$ cat src/source/fifo_pkg.sv
// Sizes, derived widths and bundled types shared by every FIFO block
// The depth must be at least 2 and need not be a power of two
// Counts are one bit wider than addresses so that a full FIFO can be counted

package fifo_pkg;

  // ----------------------------------------------------------------------
  // Sizes
  // ----------------------------------------------------------------------

  // Number of entries held in the RAM
  localparam int fifo_depth = 8;
  // Width of each stored entry
  localparam int data_width = 16;
  // Address width of the RAM
  localparam int addr_width = $clog2(fifo_depth);
  // Width of an item or slot count, which must reach fifo_depth itself
  localparam int count_width = $clog2(fifo_depth) + 1;

  // ----------------------------------------------------------------------
  // Bundles
  // ----------------------------------------------------------------------

  // Write request to the RAM, taken on the next rising edge
  typedef struct packed {
    logic                  valid;
    logic [addr_width-1:0] addr;
    logic [data_width-1:0] data;
  } ram_wr_t;

  // Read request to the RAM, answered in the same cycle
  typedef struct packed {
    logic                  addr_valid;
    logic [addr_width-1:0] addr;
  } ram_rd_t;

  // Push-side status with registered and look-ahead values
  typedef struct packed {
    logic                   full;
    logic                   full_next;
    logic [count_width-1:0] slots;
    logic [count_width-1:0] slots_next;
  } push_status_t;

  // Pop-side status with registered and look-ahead values
  typedef struct packed {
    logic                   empty;
    logic                   empty_next;
    logic [count_width-1:0] items;
    logic [count_width-1:0] items_next;
  } pop_status_t;

endpackage
$ cat src/source/fifo_top.sv
`timescale 1ns/1ps
// FIFO top level with ready/valid on both sides and a flop-based RAM
// With enable_bypass set, an empty FIFO passes a push to the pop side at once
// There is no flush input, and only reset empties the FIFO

module fifo_top #(
  parameter bit enable_bypass = 1'b1
) (
  input  logic                            clk,
  input  logic                            arst_n,
  input  logic                            push_valid,
  input  logic [fifo_pkg::data_width-1:0] push_data,
  output logic                            push_ready,
  input  logic                            pop_ready,
  output logic                            pop_valid,
  output logic [fifo_pkg::data_width-1:0] pop_data,
  output fifo_pkg::push_status_t          push_status,
  output fifo_pkg::pop_status_t           pop_status
);
  import fifo_pkg::*;

  // RAM port between the controller and the array
  ram_wr_t               ram_wr;
  ram_rd_t               ram_rd;
  logic [data_width-1:0] ram_rd_data;
  logic                  ram_rd_data_valid;

  fifo_ctrl_1r1w #(
    .enable_bypass(enable_bypass)
  ) i_ctrl (
    .clk               (clk),
    .arst_n            (arst_n),
    .push_valid        (push_valid),
    .push_data         (push_data),
    .push_ready        (push_ready),
    .pop_ready         (pop_ready),
    .pop_valid         (pop_valid),
    .pop_data          (pop_data),
    .push_status       (push_status),
    .pop_status        (pop_status),
    .ram_wr            (ram_wr),
    .ram_rd            (ram_rd),
    .ram_rd_data       (ram_rd_data),
    .ram_rd_data_valid (ram_rd_data_valid)
  );

  fifo_ram_1r1w i_ram (
    .clk               (clk),
    .arst_n            (arst_n),
    .ram_wr            (ram_wr),
    .ram_rd            (ram_rd),
    .ram_rd_data       (ram_rd_data),
    .ram_rd_data_valid (ram_rd_data_valid)
  );

endmodule

$ cat src/source/fifo_ram_1r1w.sv
`timescale 1ns/1ps
// Flop-array RAM with one write port and one read port
// A write takes effect on the next rising edge and a read is combinational
// The array contents are undefined after reset

module fifo_ram_1r1w (
  input  logic                            clk,
  input  logic                            arst_n,
  input  fifo_pkg::ram_wr_t               ram_wr,
  input  fifo_pkg::ram_rd_t               ram_rd,
  output logic [fifo_pkg::data_width-1:0] ram_rd_data,
  output logic                            ram_rd_data_valid
);
  import fifo_pkg::*;

  logic [data_width-1:0] mem [fifo_depth];
  logic                  wr_en;

  // Writes are held off while reset is applied
  assign wr_en = arst_n && ram_wr.valid;

  always_ff @(posedge clk) begin
    if (wr_en) begin
      mem[ram_wr.addr] <= ram_wr.data;
    end
  end

  // ----------------------------------------------------------------------
  // Read port
  // ----------------------------------------------------------------------

  // Read data comes straight from the array in the cycle it is addressed
  assign ram_rd_data       = mem[ram_rd.addr];
  assign ram_rd_data_valid = ram_rd.addr_valid;

endmodule

$ cat src/source/fifo_ctrl_1r1w.sv
`timescale 1ns/1ps
// FIFO controller for one write and one read RAM port, holding no storage
// RAM writes land on the next edge and RAM reads return in the same cycle
// The push source must hold valid and data stable while it is stalled

module fifo_ctrl_1r1w #(
  parameter bit enable_bypass = 1'b1
) (
  input  logic                            clk,
  input  logic                            arst_n,
  input  logic                            push_valid,
  input  logic [fifo_pkg::data_width-1:0] push_data,
  output logic                            push_ready,
  input  logic                            pop_ready,
  output logic                            pop_valid,
  output logic [fifo_pkg::data_width-1:0] pop_data,
  output fifo_pkg::push_status_t          push_status,
  output fifo_pkg::pop_status_t           pop_status,
  output fifo_pkg::ram_wr_t               ram_wr,
  output fifo_pkg::ram_rd_t               ram_rd,
  input  logic [fifo_pkg::data_width-1:0] ram_rd_data,
  input  logic                            ram_rd_data_valid
);
  import fifo_pkg::*;

  logic                  bypass_valid;
  logic                  bypass_ready;
  logic [data_width-1:0] bypass_data;
  logic                  ram_push;
  logic                  ram_pop;

  fifo_push_ctrl #(
    .enable_bypass(enable_bypass)
  ) i_push_ctrl (
    .clk          (clk),
    .arst_n       (arst_n),
    .push_valid   (push_valid),
    .push_data    (push_data),
    .push_ready   (push_ready),
    .push_status  (push_status),
    .bypass_valid (bypass_valid),
    .bypass_data  (bypass_data),
    .bypass_ready (bypass_ready),
    .ram_wr       (ram_wr),
    .ram_push     (ram_push),
    .ram_pop      (ram_pop)
  );

  fifo_pop_ctrl #(
    .enable_bypass(enable_bypass)
  ) i_pop_ctrl (
    .clk               (clk),
    .arst_n            (arst_n),
    .pop_ready         (pop_ready),
    .pop_valid         (pop_valid),
    .pop_data          (pop_data),
    .pop_status        (pop_status),
    .bypass_valid      (bypass_valid),
    .bypass_data       (bypass_data),
    .bypass_ready      (bypass_ready),
    .ram_rd            (ram_rd),
    .ram_rd_data       (ram_rd_data),
    .ram_rd_data_valid (ram_rd_data_valid),
    .ram_push          (ram_push),
    .ram_pop           (ram_pop)
  );

  // ----------------------------------------------------------------------
  // Integration checks
  // ----------------------------------------------------------------------

  // A stalled push keeps its valid and data until it is accepted
  push_backpressure_a: assert property (@(posedge clk) disable iff (!arst_n)
    push_valid && !push_ready |=> push_valid && $stable(push_data));

  // ----------------------------------------------------------------------
  // Implementation checks
  // ----------------------------------------------------------------------

  // Both sides count the same RAM events, so their counts stay coherent
  items_plus_slots_a: assert property (@(posedge clk) disable iff (!arst_n)
    pop_status.items + push_status.slots == fifo_depth);
  items_next_plus_slots_next_a: assert property (@(posedge clk) disable iff (!arst_n)
    pop_status.items_next + push_status.slots_next == fifo_depth);

  // A write and a read in the same cycle cancel out
  push_and_pop_keep_counts_a: assert property (@(posedge clk) disable iff (!arst_n)
    ram_push && ram_pop |-> pop_status.items_next == pop_status.items &&
                            push_status.slots_next == push_status.slots);

  // One pop while full frees a slot by the next cycle
  backpressure_latency_a: assert property (@(posedge clk) disable iff (!arst_n)
    push_status.full && pop_ready |=> !push_status.full && push_ready);

  if (enable_bypass) begin : gen_bypass_checks
    // An empty FIFO shows a push at the pop port in the same cycle
    cutthrough_0_delay_a: assert property (@(posedge clk) disable iff (!arst_n)
      push_valid && pop_status.empty |-> pop_valid && pop_data == push_data);
  end else begin : gen_no_bypass_checks
    // Without bypass the push goes through the RAM and shows up one cycle later
    cutthrough_1_delay_a: assert property (@(posedge clk) disable iff (!arst_n)
      push_valid && pop_status.empty |=> pop_valid && pop_data == $past(push_data));
  end

endmodule

$ cat src/source/fifo_pop_ctrl.sv
`timescale 1ns/1ps
// Pop side of the FIFO controller, with no storage of its own
// RAM data always wins over the bypass input while the RAM holds items
// The RAM must answer a read in the same cycle as its address

module fifo_pop_ctrl #(
  parameter bit enable_bypass = 1'b1
) (
  input  logic                            clk,
  input  logic                            arst_n,
  input  logic                            pop_ready,
  output logic                            pop_valid,
  output logic [fifo_pkg::data_width-1:0] pop_data,
  output fifo_pkg::pop_status_t           pop_status,
  input  logic                            bypass_valid,
  input  logic [fifo_pkg::data_width-1:0] bypass_data,
  output logic                            bypass_ready,
  output fifo_pkg::ram_rd_t               ram_rd,
  input  logic [fifo_pkg::data_width-1:0] ram_rd_data,
  input  logic                            ram_rd_data_valid,
  input  logic                            ram_push,
  output logic                            ram_pop
);
  import fifo_pkg::*;

  logic                   ram_valid;
  logic [addr_width-1:0]  rd_addr;
  logic [addr_width-1:0]  rd_addr_next;
  logic [count_width-1:0] items;
  logic [count_width-1:0] items_next;
  logic                   empty;
  logic                   empty_next;

  // ----------------------------------------------------------------------
  // RAM read port
  // ----------------------------------------------------------------------

  // The head entry is read whenever the RAM holds anything
  assign ram_rd.addr_valid = !empty;
  assign ram_rd.addr       = rd_addr;

  // Data from the RAM is usable only when the head address was requested
  assign ram_valid = !empty && ram_rd_data_valid;

  // ----------------------------------------------------------------------
  // Pop port and bypass
  // ----------------------------------------------------------------------

  // The bypass is taken only by an empty RAM and a consumer that is ready now
  // If the consumer stalls, the push is stored and shows up again from the RAM
  assign bypass_ready = enable_bypass && empty && pop_ready;

  assign pop_valid = ram_valid || (enable_bypass && bypass_valid);
  assign pop_data  = ram_valid ? ram_rd_data : bypass_data;

  // Only a pop that consumes RAM data frees an entry
  assign ram_pop = ram_valid && pop_ready;

  // ----------------------------------------------------------------------
  // Pointer and item count
  // ----------------------------------------------------------------------

  assign rd_addr_next = (rd_addr == addr_width'(fifo_depth - 1)) ? '0 : rd_addr + 1'b1;

  // Bypassed items never reach this count because they are never stored
  assign items_next = items + count_width'(ram_push) - count_width'(ram_pop);
  assign empty_next = (items_next == '0);

  always_ff @(posedge clk or negedge arst_n) begin
    if (!arst_n) begin
      rd_addr <= '0;
      items   <= '0;
      empty   <= 1'b1;
    end else begin
      if (ram_pop) begin
        rd_addr <= rd_addr_next;
      end
      items <= items_next;
      empty <= empty_next;
    end
  end

  assign pop_status.empty      = empty;
  assign pop_status.empty_next = empty_next;
  assign pop_status.items      = items;
  assign pop_status.items_next = items_next;

  // ----------------------------------------------------------------------
  // Checks
  // ----------------------------------------------------------------------

  // The attached RAM has a read latency of zero
  ram_rd_latency_zero_a: assert property (@(posedge clk) disable iff (!arst_n)
    ram_rd.addr_valid |-> ram_rd_data_valid);

  // An offered item stays offered and unchanged until the consumer takes it
  // This holds even when a stalled bypass moves into the RAM underneath
  pop_hold_a: assert property (@(posedge clk) disable iff (!arst_n)
    pop_valid && !pop_ready |=> pop_valid && $stable(pop_data));

endmodule

$ cat src/source/fifo_push_ctrl.sv
`timescale 1ns/1ps
// Push side of the FIFO controller, with no storage of its own
// Every push is offered to the pop side first and goes to the RAM unless taken
// push_ready is a flop output, so nothing combinational runs from pop to push

module fifo_push_ctrl #(
  parameter bit enable_bypass = 1'b1
) (
  input  logic                            clk,
  input  logic                            arst_n,
  input  logic                            push_valid,
  input  logic [fifo_pkg::data_width-1:0] push_data,
  output logic                            push_ready,
  output fifo_pkg::push_status_t          push_status,
  output logic                            bypass_valid,
  output logic [fifo_pkg::data_width-1:0] bypass_data,
  input  logic                            bypass_ready,
  output fifo_pkg::ram_wr_t               ram_wr,
  output logic                            ram_push,
  input  logic                            ram_pop
);
  import fifo_pkg::*;

  logic                   push_beat;
  logic                   bypass_beat;
  logic [addr_width-1:0]  wr_addr;
  logic [addr_width-1:0]  wr_addr_next;
  logic [count_width-1:0] slots;
  logic [count_width-1:0] slots_next;
  logic                   full;
  logic                   full_next;

  // ----------------------------------------------------------------------
  // Handshake and routing
  // ----------------------------------------------------------------------

  // The FIFO refuses new data only when every slot is taken
  assign push_ready = !full;
  assign push_beat  = push_valid && push_ready;

  // With bypass off the offer is never made, so every push lands in the RAM
  assign bypass_valid = enable_bypass && push_valid;
  assign bypass_data  = push_data;
  assign bypass_beat  = bypass_valid && bypass_ready;

  // An accepted push that the pop side did not take straight away is stored
  assign ram_push = push_beat && !bypass_beat;

  assign ram_wr.valid = ram_push;
  assign ram_wr.addr  = wr_addr;
  assign ram_wr.data  = push_data;

  // ----------------------------------------------------------------------
  // Pointer and slot count
  // ----------------------------------------------------------------------

  // Wrap explicitly so that depths other than a power of two also work
  assign wr_addr_next = (wr_addr == addr_width'(fifo_depth - 1)) ? '0 : wr_addr + 1'b1;

  // One slot is used by a RAM write and one is freed by a RAM read
  assign slots_next = slots + count_width'(ram_pop) - count_width'(ram_push);
  assign full_next  = (slots_next == '0);

  always_ff @(posedge clk or negedge arst_n) begin
    if (!arst_n) begin
      wr_addr <= '0;
      slots   <= count_width'(fifo_depth);
      full    <= 1'b0;
    end else begin
      if (ram_push) begin
        wr_addr <= wr_addr_next;
      end
      slots <= slots_next;
      full  <= full_next;
    end
  end

  assign push_status.full       = full;
  assign push_status.full_next  = full_next;
  assign push_status.slots      = slots;
  assign push_status.slots_next = slots_next;

  // ----------------------------------------------------------------------
  // Checks
  // ----------------------------------------------------------------------

  // A full FIFO must neither accept a push nor overwrite a live RAM entry
  full_blocks_push_a: assert property (@(posedge clk) disable iff (!arst_n)
    full |-> !push_ready && !ram_push);

endmodule

$ cat config.mk
export PLATFORM = sky130hd
export DESIGN_NAME = fifo_top
export DESIGN_NICKNAME = d
export VERILOG_FILES = /design/src/source/fifo_pkg.sv /design/src/source/fifo_top.sv /design/src/source/fifo_ram_1r1w.sv /design/src/source/fifo_ctrl_1r1w.sv /design/src/source/fifo_pop_ctrl.sv /design/src/source/fifo_push_ctrl.sv
export SDC_FILE = /design/constraint.sdc
export NUM_CORES = 1
export LEC_CHECK = 0
export BUFFER_PORTS_ARGS = -buffer_cell sky130_fd_sc_hd__buf_2
export CELL_PAD_IN_SITES_DETAIL_PLACEMENT = 0
export CELL_PAD_IN_SITES_GLOBAL_PLACEMENT = 1
export CORE_MARGIN = 8
export CORE_UTILIZATION = 24
export CTS_CLUSTER_DIAMETER = 80
export DETAILED_ROUTE_END_ITERATION = 8
export GPL_TIMING_DRIVEN = 0
export HOLD_SLACK_MARGIN = 0.12
export PLACE_DENSITY_LB_ADDON = 0.1
export SYNTH_ARGS = -nofsm -noshare
export SYNTH_HDL_FRONTEND = slang
export SYNTH_SLANG_ARGS = --single-unit
$ cat constraint.sdc
create_clock -name clk -period 8.1 [get_ports clk]
set_clock_uncertainty 0.15 [all_clocks]
set_input_delay 1.215 -clock clk [delete_from_list [all_inputs] [get_ports clk]]
set_output_delay 1.215 -clock clk [all_outputs]
set_load 0.02 [all_outputs]
# --- Word-level counts from Yosys, hierarchy flattened ---
# Memories as Yosys holds them, arrays and structs flattened.
# Cells that the tools add are included.
totals:
  elab_cells: 32
  memories: 1
  in_bits: 20
  out_inout_bits: 38
  ff_bits: 16
  ram_bits: 128
classes:
  n_eq_ne: 2
  reduce_logical: 12
  mux: 5
  add_sub_neg: 6
memory_table:
  columns: ["memory", "depth", "word_bits", "read_ports", "rd_clocked_by_memory_dff", "wr", "line_no", "text"]
  rows:
  - ["i_ram.mem", 8, 16, 1, 0, 1, "fifo_ram_1r1w.sv:16", "logic [data_width-1:0] mem [fifo_depth];"]
ops:
  columns: ["cell", "n"]
  rows:
  - ["two-way mux 16 bit", 1]
  - ["adder 4 x 1 -> 4 bit", 2]
  - ["zero test 4 bit", 2]
  - ["subtractor 4 x 1 -> 4 bit", 2]
  - ["adder 3 x 1 -> 3 bit, second input constant", 2]
  - ["== test 3 bit, second input constant", 2]
  - ["logical AND 1 bit", 6]
  - ["two-way mux 3 bit", 2]
  - ["zero test 1 bit", 3]
  - ["two-way mux 1 bit", 2]
  - ["logical OR 1 bit", 1]

# --- Logic depth before layout (Yosys ltp) ---
logic_depth:
  depth_word: 7
  ltp_mapped: 12
  ltp_nobuf: 10

# --- Modules after synthesis ---
# From an unflattened synthesis, not the netlist that was laid out.
unflattened:
  hier_cells: 334
  hier_area_um2: 6378.6
modules_own_cells:
  columns: ["module", "seq_area_each_um2", "n_inst", "area_each_um2", "cells_per_inst"]
  rows:
  - ["fifo_ram_1r1w", 3843.7, 1, 4983.5, 199]
  - ["fifo_push_ctrl", 201.4, 1, 726.9, 74]
  - ["fifo_pop_ctrl", 201.4, 1, 668.1, 61]

# --- Least setup slack after synthesis ---
# Ideal clock, no wire load.
synth_timing:
  path_type: "input to output"
  from: "input pop_ready"
  to: "output push_status[8] (netlist bit)"
  arrival_time_ps: 3247
  slack_ps: 3488
  required_time_ps: 6735
  stages: 11
  path_buffers: 1
  cell_sequence: "a21oi_1 > nand2_1 > inv_1 > ha_1 > inv_1 > ha_1 > inv_1 > fa_1 > xnor2_1 > nor4_1 > buf_4"
synth_lines:
  columns: ["element", "line_no", "text"]
  rows:
  - ["from (decl)", "fifo_top.sv:14", "input logic pop_ready,"]
  - ["to (decl)", "fifo_top.sv:17", "output fifo_pkg::push_status_t push_status,"]

# --- Worst setup path in the final report ---
layout_timing:
  from: "input pop_ready"
  to: "output push_status[8] (netlist bit)"
layout_between:
  elab_chain_cells: 6
  elab_cells_between_ends: 8
  classes_between: "2 x add/sub; 6 x reduce/logical"
layout_lines:
  columns: ["element", "line_no", "text"]
  rows:
  - ["parallel branches: the longest is 4 deep, another holds adder 4 x 1 -> 4 bit", null, null]
  - ["subtractor 4 x 1 -> 4 bit (*)", "fifo_push_ctrl.sv:61", "assign slots_next = slots + count_width'(ram_pop) - count_width'(ram_push);"]
  - ["zero test 4 bit (*)", "fifo_push_ctrl.sv:62", "assign full_next = (slots_next == '0);"]
# Mark *: on every way between the ends.

==> results.cfg <==
[synth]
syn_area_mm2 = 0.00603
synth.distinct_cells = 33
synth_top_area_cell = edfxtp_1
yosys_warnings = 0
netlist.area_leader.share = 0.638
ys_ff_latch = 144
synthCells = 371
syn_avg_cell_area_um2 = 16.2
ys_seq_area_frac = 0.704
syn_nets = 405
synth_area_leaders = edfxtp_1, mux2_2, dfrtp_1

[placed_design]
place.gp.congestion = 0.658
dp.final_hpwl_um = 10700
place_ws_ns = 2.98
dpl_cell_area_mm2 = 0.00689
portBuffers = 57
dp_cells = 768

[worst_setup_path]
cp.required_ns = 6.73
cpMaxStageDelayCell = fa_1
path_cells = buf_2 -> a21oi_1 -> nand2_1 -> inv_1 -> ha_1 -> inv_1 -> ha_1 -> inv_1 -> fa_1 -> inv_1 -> nor4_1 -> buf_4 -> buf_2
crit_type = in2out
cp_data_arrival_time_ns = 3.69
cpMostUsedCell = inv_1
cpPeakStageDelay_ns = 0.47
end_kind = output pin
cp_max_fo = 6
start_kind = input pin

[pwr]
clkPwrFrac = 0.287
ir_drop_mv = 0.204
intPower_mw = 1.87
combinationalPowerShare = 0.385
p_total_mw = 2.90
cellPowerDensity_mw_per_mm2 = 387
pwr-share-seq = 0.327
netSwitchingPower_mw = 1.03
netSwitchingFraction = 0.356
p_leak_nw = 2.72

[timing]
worst_pin_slew_ns = 0.861
whs_ns = 0.408
fmax_mhz = 198
rsz0062_at_grt = no
finalHoldViolCount = 0
setup_ws_ns = 3.05
period_share = 0.624
fin_crit_ns = 5.05
tns_ns = 0
slew-limit-headroom = 0.426
drv_slew = 0
setup_viol = 0

[finish]
mostFrequentLayoutCell = edfxtp_1
fin_area_mm2 = 0.00751
utilization = 0.302
layoutNonFillerInstCount = 798
drive_gt1_frac = 0.327
antenna_cells = 0
area_growth_pct = 24.6
layout_common_cells = edfxtp_1, buf_2, mux2_2
nNetsFinal = 491

[global_routing]
grt_use_met2 = 0.187
grt_overflow = 0
grt_max_degree = 19
grt_pass1_vias = 3765
grt_pass1_wl_um = 23400
antenna_found_initial = 1
grt-busiest-layer = met2
grt_util_all_layers = 0.107
met3_usage = 0.0343
use_met1 = 0.124

[detailed_routing]
drcViolationCount = 0
first_pass_iters = 6
routed_wl_um = 15800
vias_per_cell = 4.22
routed-via-count = 3369
wire_per_inst_um = 19.8
antenna_left = 0
drt-initial-drc-count = 191

[status]
status = finished clean

[floorplan]
rows = 58
die_area_mm2 = 0.0304
floorplan.initialDensity = 0.242
die_w_um = 174
coreArea_mm2 = 0.0249
ioPinCount = 58
die_h_um = 174

[cts]
clockBufferDepth = 2
cts_resized = 0
path_clk_slew_ns = 0.06
post-cts-setup-buffers = 0
cts-hold-fix-buffers = 0
htree_levels = 4
tritoncts = done
insertion_delay_ns = 0.41
cts_sinks = 144
cts_root_buffer = clkbuf_16
cts_made_buffers = 17

[job]
drv_cap = 0

[min_path]
hp-class = reg2reg
state kept, by name, indices dropped and copies added, names as in the netlist:
signal	flops
i_ctrl.i_push_ctrl.wr_addr	3
i_ctrl.i_push_ctrl.full	1
i_ram.mem	128
i_ctrl.i_pop_ctrl.items	4
i_ctrl.i_pop_ctrl.empty	1
i_ctrl.i_pop_ctrl.rd_addr	3
i_ctrl.i_push_ctrl.slots	4
cells in the mapped netlist:
library cell / instances
edfxtp_1: 128
mux2_2: 33
mux2i_1: 32
nand2_1: 25
inv_1: 17
dfrtp_1: 14
o21ai_1: 14
a22oi_1: 12
ha_1: 12
o221ai_1: 12
clkbuf_1: 8
nor2_1: 7
nand2b_1: 6
xnor2_1: 6
buf_4: 5
a21o_1: 4
a221o_1: 4
nor3_1: 4
o22ai_1: 4
a21oi_1: 3
buf_6: 3
buf_12: 2
buf_2: 2
dfstp_2: 2
fa_1: 2
nor4_1: 2
o21ai_2: 2
buf_8: 1
nand3b_1: 1
nand4_1: 1
nand4b_1: 1
nor2b_1: 1
o21ai_0: 1
final timing paths:
kind,start,end,slack [ns],cells past startpoint
max reg2reg,i_ctrl.i_pop_ctrl.empty,i_ctrl.i_push_ctrl.full,4.99,11
min reg2reg,i_ctrl.i_pop_ctrl.rd_addr[1],i_ctrl.i_pop_ctrl.rd_addr[1],0.41,2
max in group asynchronous,arst_n,i_ctrl.i_push_ctrl.slots[3],6.88,1
min in group asynchronous,arst_n,i_ctrl.i_pop_ctrl.items[2],0.58,1
max,pop_ready,push_status[8],3.05,13
min,i_ctrl.i_pop_ctrl.rd_addr[1],i_ctrl.i_pop_ctrl.rd_addr[1],0.41,2
power groups by stage:
| stage | Sequential (mW) | Combinational [mW] | Clock, mW |
|---|---|---|---|
| finish | 0.950 | 1.12 | 0.833 |
| floorplan | 0.983 | 0.729 | 0 |
| detailed placement | 0.967 | 1.16 | 0 |
| CTS | 0.953 | 1.16 | 0.853 |
| global placement | 0.966 | 1.13 | 0 |
| global route | 0.962 | 1.23 | 0.887 |
final cells by class:
cell class	instances	area (um^2)
fill	2486	17400
sequential	144	4250
multi-input combinational	189	1580
clock buffer	18	429
timing repair buffer	67	420
tap	330	413
clock inverter	12	193
buffer	21	166
inverter	17	63.8
layer usage:
metal,part of all wire,vias to the layer above
met3,0.039,12
met2,0.51,73
met4,0.0091,2
met5,0.00063,-
li1,-,1589
met1,0.44,1693
cells by family after synthesis:
group | count (synthesis) | synth area share
AO/OA/AOI/OAI | 56 | 0.0660
XOR/XNOR | 6 | 0.00872
buffers and inverters | 38 | 0.0382
flip-flops | 144 | 0.704
multiplexers | 65 | 0.115
AND/OR/NAND/NOR | 48 | 0.0363
adder cells (fa/ha/maj) | 14 | 0.0315
critical path: cells and delay by family:
kind	cells	cell delay, ns
AOI/OAI and AO/OA	1	0.27
adders and majority gates	3	0.86
buffers and inverters	7	0.73
and+or+nand+nor	2	0.61
Note: power is estimated with default switching activity, not from simulation.
